File: config.mk
export PLATFORM = sky130hd
export DESIGN_NAME = cpuTop
export DESIGN_NICKNAME = d
export VERILOG_FILES = /design/src/cpuPkg.sv /design/src/cpuTop.sv /design/src/controller.sv /design/src/datapath.sv /design/src/alu.sv /design/src/regBlock.sv
export SDC_FILE = /design/constraint.sdc
export NUM_CORES = 1
export LEC_CHECK = 0
export ABC_AREA = 1
export CAP_MARGIN = 25
export CORE_MARGIN = 5
export CORE_UTILIZATION = 50
export DETAILED_ROUTE_END_ITERATION = 16
export DONT_BUFFER_PORTS = 1
export PLACE_DENSITY = 0.65
export SLEW_MARGIN = 20
export SYNTH_ARGS = -nofsm -noshare
export SYNTH_HDL_FRONTEND = slang
export SYNTH_HIERARCHICAL = 1
export SYNTH_SLANG_ARGS = --single-unit
File: constraint.sdc
create_clock -name Clock -period 3.5 [get_ports Clock]
set_input_delay 0.525 -clock Clock [delete_from_list [all_inputs] [get_ports Clock]]
set_output_delay 0.525 -clock Clock [all_outputs]
set_load 0.005 [all_outputs]
File: src/cpuPkg.sv
package cpuPkg;

	// Data word and register index
	typedef logic [15:0] wordT;
	typedef logic [2:0] regAddrT;

	// Raw immediate field, bits 10..6
	typedef logic [4:0] immT;

	// Instruction opcodes, bits 15..11
	typedef enum logic [4:0] {
		opAdd  = 5'd0,
		opSub  = 5'd1,
		opAnd  = 5'd2,
		opOr   = 5'd3,
		opXor  = 5'd4,
		opAddi = 5'd5,
		opLdw  = 5'd6,
		opStw  = 5'd7,
		opBeq  = 5'd8,
		opJal  = 5'd9,
		opRet  = 5'd10,
		opHalt = 5'd11
	} opcodeT;

	// ALU operations
	typedef enum logic [2:0] {
		aluAdd  = 3'd0,
		aluSub  = 3'd1,
		aluAnd  = 3'd2,
		aluOr   = 3'd3,
		aluXor  = 3'd4,
		// Second operand straight through
		aluPass = 3'd5
	} aluOpT;

	// Program counter sources
	typedef enum logic [1:0] {
		pcInc = 2'd0,
		pcAlu = 2'd1,
		pcLr  = 2'd2
	} pcSelT;

	// Controller states
	typedef enum logic [2:0] {
		stFetch     = 3'd0,
		stDecode    = 3'd1,
		stExecute   = 3'd2,
		stMemory    = 3'd3,
		stWriteback = 3'd4,
		stHalted    = 3'd5
	} stateT;

	// Condition flags
	typedef struct packed {
		logic zero;
		logic negative;
		logic carry;
		logic overflow;
	} flagsT;

	// One control word per cycle
	typedef struct packed {
		logic  regWe;
		// Register write data from memory
		logic  wdSel;
		// Program counter as first operand
		logic  op1Sel;
		// Immediate as second operand
		logic  op2Sel;
		aluOpT aluOp;
		logic  aluWe;
		logic  flagWe;
		logic  pcWe;
		pcSelT pcSel;
		logic  lrWe;
		logic  irWe;
		// ALU output register as memory address
		logic  addrSel;
	} ctrlT;

	// Memory request, single-cycle strobes
	typedef struct packed {
		logic read;
		logic write;
		wordT addr;
		wordT wData;
	} memReqT;

endpackage
File: src/cpuTop.sv
`timescale 1ns/1ns

module cpuTop #(
	parameter cpuPkg::wordT resetPc = 16'h0000
) (
	input  logic           Clock,
	input  logic           rstN,
	input  cpuPkg::wordT   memRData,
	output cpuPkg::memReqT memReq,
	output logic           halted
);
	import cpuPkg::*;

	ctrlT ctrl;
	opcodeT opcode;
	flagsT flags;
	wordT memAddr;
	wordT memWData;
	logic memRead;
	logic memWrite;

	controller controllerI (
		.Clock    (Clock),
		.rstN     (rstN),
		.opcode   (opcode),
		.flags    (flags),
		.ctrl     (ctrl),
		.memRead  (memRead),
		.memWrite (memWrite),
		.halted   (halted)
	);

	datapath #(
		.resetPc (resetPc)
	) datapathI (
		.Clock    (Clock),
		.rstN     (rstN),
		.ctrl     (ctrl),
		.memRData (memRData),
		.opcode   (opcode),
		.flags    (flags),
		.memAddr  (memAddr),
		.memWData (memWData)
	);

	// Strobes from the controller, address and data from the datapath
	assign memReq = '{read: memRead, write: memWrite, addr: memAddr, wData: memWData};

endmodule

File: src/controller.sv
`timescale 1ns/1ns

module controller (
	input  logic           Clock,
	input  logic           rstN,
	input  cpuPkg::opcodeT opcode,
	input  cpuPkg::flagsT  flags,
	output cpuPkg::ctrlT   ctrl,
	output logic           memRead,
	output logic           memWrite,
	output logic           halted
);
	import cpuPkg::*;

	stateT state;
	stateT nextState;
	ctrlT nextCtrl;
	logic nextRead;
	logic nextWrite;

	// Register instruction to ALU operation
	function automatic aluOpT aluOpFor(opcodeT op);
		case (op)
			opSub:   return aluSub;
			opAnd:   return aluAnd;
			opOr:    return aluOr;
			opXor:   return aluXor;
			default: return aluAdd;
		endcase
	endfunction

	// State sequencing per opcode
	always_comb begin
		case (state)
			stFetch:  nextState = stDecode;
			stDecode: nextState = (opcode == opHalt) ? stHalted : stExecute;
			stExecute: begin
				case (opcode)
					opAdd, opSub, opAnd, opOr, opXor, opAddi: nextState = stWriteback;
					opLdw, opStw: nextState = stMemory;
					default: nextState = stFetch;
				endcase
			end
			stMemory:    nextState = (opcode == opLdw) ? stWriteback : stFetch;
			stWriteback: nextState = stFetch;
			stHalted:    nextState = stHalted;
			default:     nextState = stFetch;
		endcase
	end

	// Control word for the state about to be entered
	always_comb begin
		nextCtrl = '0;
		nextCtrl.aluOp = aluPass;
		nextCtrl.pcSel = pcInc;
		nextRead = 1'b0;
		nextWrite = 1'b0;
		case (nextState)
			stFetch: begin
				// Instruction at pc, counter steps
				nextRead = 1'b1;
				nextCtrl.irWe = 1'b1;
				nextCtrl.pcWe = 1'b1;
			end
			stDecode: begin
				// Branch target pc plus immediate, ready for execute
				nextCtrl.op1Sel = 1'b1;
				nextCtrl.op2Sel = 1'b1;
				nextCtrl.aluOp = aluAdd;
				nextCtrl.aluWe = 1'b1;
			end
			stExecute: begin
				case (opcode)
					opAdd, opSub, opAnd, opOr, opXor: begin
						nextCtrl.aluOp = aluOpFor(opcode);
						nextCtrl.aluWe = 1'b1;
						nextCtrl.flagWe = 1'b1;
					end
					opAddi: begin
						nextCtrl.op2Sel = 1'b1;
						nextCtrl.aluOp = aluAdd;
						nextCtrl.aluWe = 1'b1;
						nextCtrl.flagWe = 1'b1;
					end
					opLdw, opStw: begin
						// Address is base register plus offset
						nextCtrl.op2Sel = 1'b1;
						nextCtrl.aluOp = aluAdd;
						nextCtrl.aluWe = 1'b1;
					end
					opBeq: begin
						// Taken only on a zero result
						nextCtrl.pcWe = flags.zero;
						nextCtrl.pcSel = pcAlu;
					end
					opJal: begin
						nextCtrl.lrWe = 1'b1;
						nextCtrl.pcWe = 1'b1;
						nextCtrl.pcSel = pcAlu;
					end
					opRet: begin
						nextCtrl.pcWe = 1'b1;
						nextCtrl.pcSel = pcLr;
					end
					default: begin
						nextCtrl.aluOp = aluPass;
					end
				endcase
			end
			stMemory: begin
				// Address settles here, store goes out now
				nextCtrl.addrSel = 1'b1;
				nextWrite = (opcode == opStw);
			end
			stWriteback: begin
				nextCtrl.regWe = 1'b1;
				if (opcode == opLdw) begin
					// Load read and register write in one cycle
					nextCtrl.addrSel = 1'b1;
					nextCtrl.wdSel = 1'b1;
					nextRead = 1'b1;
				end
			end
			default: begin
				nextCtrl.aluOp = aluPass;
			end
		endcase
	end

	// Outputs registered together with the state
	always_ff @(posedge Clock) begin
		if (!rstN) begin
			// Writeback always leads to fetch on release
			state <= stWriteback;
			ctrl <= '0;
			memRead <= 1'b0;
			memWrite <= 1'b0;
			halted <= 1'b0;
		end else begin
			state <= nextState;
			ctrl <= nextCtrl;
			memRead <= nextRead;
			memWrite <= nextWrite;
			halted <= (nextState == stHalted);
		end
	end

endmodule

File: src/datapath.sv
`timescale 1ns/1ns

module datapath #(
	parameter cpuPkg::wordT resetPc = 16'h0000
) (
	input  logic           Clock,
	input  logic           rstN,
	input  cpuPkg::ctrlT   ctrl,
	input  cpuPkg::wordT   memRData,
	output cpuPkg::opcodeT opcode,
	output cpuPkg::flagsT  flags,
	output cpuPkg::wordT   memAddr,
	output cpuPkg::wordT   memWData
);
	import cpuPkg::*;

	// Architectural registers
	wordT pc;
	wordT lr;
	wordT ir;
	wordT aluOut;

	wordT rd1;
	wordT rd2;
	wordT wData;
	wordT op1;
	wordT op2;
	wordT aluRes;
	flagsT aluFlags;
	wordT pcNext;
	immT imm;
	wordT immExt;

	regBlock regBlockI (
		.Clock (Clock),
		.rstN  (rstN),
		.we    (ctrl.regWe),
		.rs1   (ir[5:3]),
		.rs2   (ir[8:6]),
		.rw    (ir[2:0]),
		.wData (wData),
		.rd1   (rd1),
		.rd2   (rd2)
	);

	alu aluI (
		.op1    (op1),
		.op2    (op2),
		.aluOp  (ctrl.aluOp),
		.result (aluRes),
		.flags  (aluFlags)
	);

	// Sign-extended five-bit immediate
	assign imm = ir[10:6];
	assign immExt = {{11{imm[4]}}, imm};

	// Operand selection
	assign op1 = ctrl.op1Sel ? pc : rd1;
	assign op2 = ctrl.op2Sel ? immExt : rd2;

	// Register write data
	assign wData = ctrl.wdSel ? memRData : aluOut;

	// Next program counter
	always_comb begin
		case (ctrl.pcSel)
			pcInc:   pcNext = pc + 16'd1;
			pcAlu:   pcNext = aluOut;
			pcLr:    pcNext = lr;
			default: pcNext = pc + 16'd1;
		endcase
	end

	always_ff @(posedge Clock) begin
		if (!rstN) begin
			pc <= resetPc;
			lr <= '0;
			ir <= '0;
			aluOut <= '0;
			flags <= '0;
		end else begin
			if (ctrl.pcWe) begin
				pc <= pcNext;
			end
			// Counter already stepped past the call during fetch
			if (ctrl.lrWe) begin
				lr <= pc;
			end
			if (ctrl.irWe) begin
				ir <= memRData;
			end
			if (ctrl.aluWe) begin
				aluOut <= aluRes;
			end
			if (ctrl.flagWe) begin
				flags <= aluFlags;
			end
		end
	end

	// Opcode field to the controller
	assign opcode = opcodeT'(ir[15:11]);

	// Memory address and store data
	assign memAddr = ctrl.addrSel ? aluOut : pc;
	assign memWData = rd2;

endmodule

File: src/alu.sv
`timescale 1ns/1ns

module alu (
	input  cpuPkg::wordT  op1,
	input  cpuPkg::wordT  op2,
	input  cpuPkg::aluOpT aluOp,
	output cpuPkg::wordT  result,
	output cpuPkg::flagsT flags
);
	import cpuPkg::*;

	// 17 bits wide to keep the carry
	logic [16:0] wide;
	wordT res;
	logic carry;
	logic overflow;

	always_comb begin
		wide = '0;
		res = '0;
		carry = 1'b0;
		overflow = 1'b0;
		case (aluOp)
			aluAdd: begin
				wide = {1'b0, op1} + {1'b0, op2};
				res = wide[15:0];
				carry = wide[16];
				// Same signs in, different sign out
				overflow = (op1[15] == op2[15]) && (res[15] != op1[15]);
			end
			aluSub: begin
				wide = {1'b0, op1} - {1'b0, op2};
				res = wide[15:0];
				// Borrow out of the top bit
				carry = wide[16];
				// Different signs in, result sign flipped from op1
				overflow = (op1[15] != op2[15]) && (res[15] != op1[15]);
			end
			aluAnd: begin
				res = op1 & op2;
			end
			aluOr: begin
				res = op1 | op2;
			end
			aluXor: begin
				res = op1 ^ op2;
			end
			aluPass: begin
				res = op2;
			end
			default: begin
				res = op2;
			end
		endcase
	end

	assign result = res;

	// Zero and negative from the result
	assign flags.zero     = (res == '0);
	assign flags.negative = res[15];
	assign flags.carry    = carry;
	assign flags.overflow = overflow;

endmodule

File: src/regBlock.sv
`timescale 1ns/1ns

module regBlock (
	input  logic            Clock,
	input  logic            rstN,
	input  logic            we,
	input  cpuPkg::regAddrT rs1,
	input  cpuPkg::regAddrT rs2,
	input  cpuPkg::regAddrT rw,
	input  cpuPkg::wordT    wData,
	output cpuPkg::wordT    rd1,
	output cpuPkg::wordT    rd2
);
	import cpuPkg::*;

	// Eight general registers
	wordT regs [8];

	// Single write port
	always_ff @(posedge Clock) begin
		if (!rstN) begin
			for (int i = 0; i < 8; i++) begin
				regs[i] <= '0;
			end
		end else if (we) begin
			regs[rw] <= wData;
		end
	end

	// Combinational read ports
	assign rd1 = regs[rs1];
	assign rd2 = regs[rs2];

endmodule

==> results.py <==
metrics = {
    "setup_path": {
        "worstSetupStartpointType": "flip-flop",
        "slowest_stage": "dfxtp_4",
        "regToRegSetupSlack_ns": 0.07,
        "cpLargestDelayFamily": "simple AND/OR/NAND/NOR gates",
        "critPathArrivalTime_ns": 3.90,
        "cp-end-kind": "flip-flop",
        "r2r_cells": 27,
        "worstSetupPathType": "flip-flop to flip-flop",
        "critPathMaxStageDelay_ns": 0.43,
        "crit-reg2reg-capture": "datapathI/flags[3]",
        "critPathMaxFanout": 8,
        "r2r_start": "datapathI/ir[6]",
        "cp_common_cell": "nand2_1",
        "cp.required_ns": 3.97,
        "worst-path-buf-inv": 6,
    },
    "clock_network": {
        "htreeDepth": 1,
        "cts_root_buf": "clkbuf_16",
        "cts_tree": "done",
        "cts_hold_buffers": 0,
        "clock-sinks": 214,
        "clock_latency_ns": 0.56,
        "cts_inserted_buffers": 24,
        "clkTransAtPathRegs_ns": 0.07,
        "clockBufferDepth": 3,
    },
    "drt": {
        "vias": 15700,
        "route.detailed.drc": 0,
        "wl_um": 53900,
        "routedWlPerCell_um": 19.1,
        "first_pass_iters": 6,
        "viasPerCell": 5.57,
        "drt_iter0_drc": 1555,
        "ant_nets": 0,
    },
    "final_layout": {
        "fin_nets": 2491,
        "drive_gt1_share_pct": 20.7,
        "n_antenna_cell": 0,
        "multi_input_area_um2": 8100,
        "final-seq-area_um2": 5580,
        "final.fill_count": 2773,
        "area_delta_synth_final_pct": 25.0,
    },
    "global_routing": {
        "grt_pass1_vias": 14600,
        "grt_antenna_before_repair": 1,
        "overflow": 0,
        "grt_max_degree": 77,
        "grt_pass1_wl_um": 81200,
        "grt_use_total_pct": 30.8,
    },
    "timing": {
        "maxSlewViolCount": 0,
        "slew_headroom_pct": 32.6,
        "period_share_pct": 98.0,
        "layout_setup_ws_ns": 0.0700,
        "grt_setup_unrepaired": "yes",
        "clock_skew_ns": 0.0375,
        "whs_ns": 0.117,
        "fin_crit_ns": 3.43,
        "tightest_slew_ns": 1.01,
        "setup-tns-final_ns": 0,
        "final-setup-viol-count": 0,
        "fmax_mhz": 292,
        "hold_violations": 0,
    },
    "die": {
        "core_region_area_um2": 29500,
        "initial_core_util_pct": 50.3,
        "die_area_um2": 33200,
        "die_w_um": 182,
        "die_h_um": 182,
        "top_level_ports": 53,
        "row_count": 63,
    },
    "hold_path": {
        "hold-path-endpoint": "datapathI/ir[3]",
        "hold_path_class": "input port to flip-flop",
        "hold_start": "rstN",
        "min_path_cells": 2,
    },
    "power_and_ir_drop": {
        "power.density_nw_per_um2": 584,
        "p_leak_nw": 8.67,
        "ir_drop_uv": 394,
        "finalPower_mw": 10.8,
    },
    "run_status": {
        "status": "complete, no violations",
    },
    "yosys": {
        "syn_area_um2": 14800,
        "syn_inst": 2266,
        "avgSynthCellArea_um2": 6.55,
        "yosysWarningCount": 6,
        "syn-num-nets": 2338,
    },
    "place": {
        "dp_hpwl_um": 38100,
        "routabilityCongestion": 0.994,
        "place_ws_ns": -0.259,
        "io_buffers": 0,
    },
    "job": {
        "drv_cap": 0,
    },
}
## final cells by class
cell class,instances,share of cell area (%)
timing repair buffer,242,11.9
clock buffer,32,3.56
clock inverter,12,1.13
inverter,342,7.06
multi-input combinational,1595,43.7
tap,390,2.63
sequential,214,30.1
## layer usage
| metal | track usage, % | routed length (µm) | vias up |
|---|---|---|---|
| met5 | 0 | 7 | - |
| met4 | 10.8 | 2300 | 2 |
| met3 | 4.72 | 5220 | 148 |
| met2 | 49.8 | 24400 | 827 |
| met1 | 42.3 | 22000 | 7336 |
| li1 | - | - | 7425 |
## worst reg2reg max path, stage by stage (launching register included)
cell	delay, ns
dfxtp_4	0.43
inv_6	0.07
buf_12	0.15
clkbuf_16	0.16
nand2_1	0.06
nand3_1	0.07
nand2_1	0.07
nand2_1	0.06
nand2_2	0.15
mux2_2	0.24
inv_2	0.07
ha_4	0.30
buf_4	0.13
nand2_1	0.06
nor2_2	0.15
buf_4	0.13
nand3_2	0.11
nand3_1	0.11
nand2_1	0.05
nand3_1	0.06
nand2_1	0.09
nor2_2	0.16
nand3_1	0.11
nor2_2	0.10
nand3_1	0.07
nor2_1	0.11
nor2_1	0.05
nor2_1	0.08
## registers in the layout, indices dropped and copies added, names as in the netlist
name / flops
datapathI/regBlockI/regs: 128
datapathI/aluOut: 16
datapathI/ir: 16
datapathI/lr: 16
datapathI/pc: 16
controllerI/ctrl: 15
controllerI/state: 3
controllerI/halted: 1
controllerI/memRead: 1
controllerI/memWrite: 1
datapathI/flags: 1
## worst max-delay path by stage
stage,start,to,slack [ns],cells past startpoint
global route,datapathI/ir[3],datapathI/flags[3],-0.19,27
finish,datapathI/ir[6],datapathI/flags[3],0.07,27
global placement,datapathI/ir[6],datapathI/flags[3],-0.24,25
detailed placement,datapathI/ir[6],datapathI/flags[3],-0.26,27
floorplan,datapathI/ir[7],datapathI/aluOut[15],0.32,24
CTS,datapathI/ir[6],datapathI/aluOut[10],0.002,24
## cell usage in the layout (no fill, tap or decap), types with 14 or more instances in the layout
master and instances:
inv_1 311, nor2_2 28, o21ai_0 112, ha_4 14, dfxtp_1 82, a21oi_1 81
nand2_2 58, buf_4 207, a21oi_2 20, clkbuf_16 29, buf_12 16, nor2_1 286
inv_2 24, ha_1 37, nand4_1 16, edfxtp_1 128, nand2_1 615, o21ai_1 14
nand3_2 19, nand3_1 212
## metrics by stage
stage	utilization, %	std cells	instance area (µm²)
global route	62.9	2827	18500
global placement	56.0	2755	16500
detailed placement	56.0	2755	16500
finish	62.9	2827	18500
CTS	59.9	2805	17700
floorplan	-	2266	14800
## what timing repair did
item / CTS / global route
buffers inserted: 4 / 18
cloned: 2 / 5
endpoints found under the setup margin: 12 / 12
gates resized for setup: 54 / 206
pin swaps: 4 / 71
hold endpoints to repair: 0 / 0
## power by group
group | switching, mW | internal [mW] | leakage, nW
Sequential | 0.120 | 2.79 | 2.03
Clock | 1.08 | 1.70 | 0.429
Combinational | 2.97 | 2.15 | 6.22
Total | 4.17 | 6.65 | 8.67
Note: power is estimated with default switching activity, not from simulation.
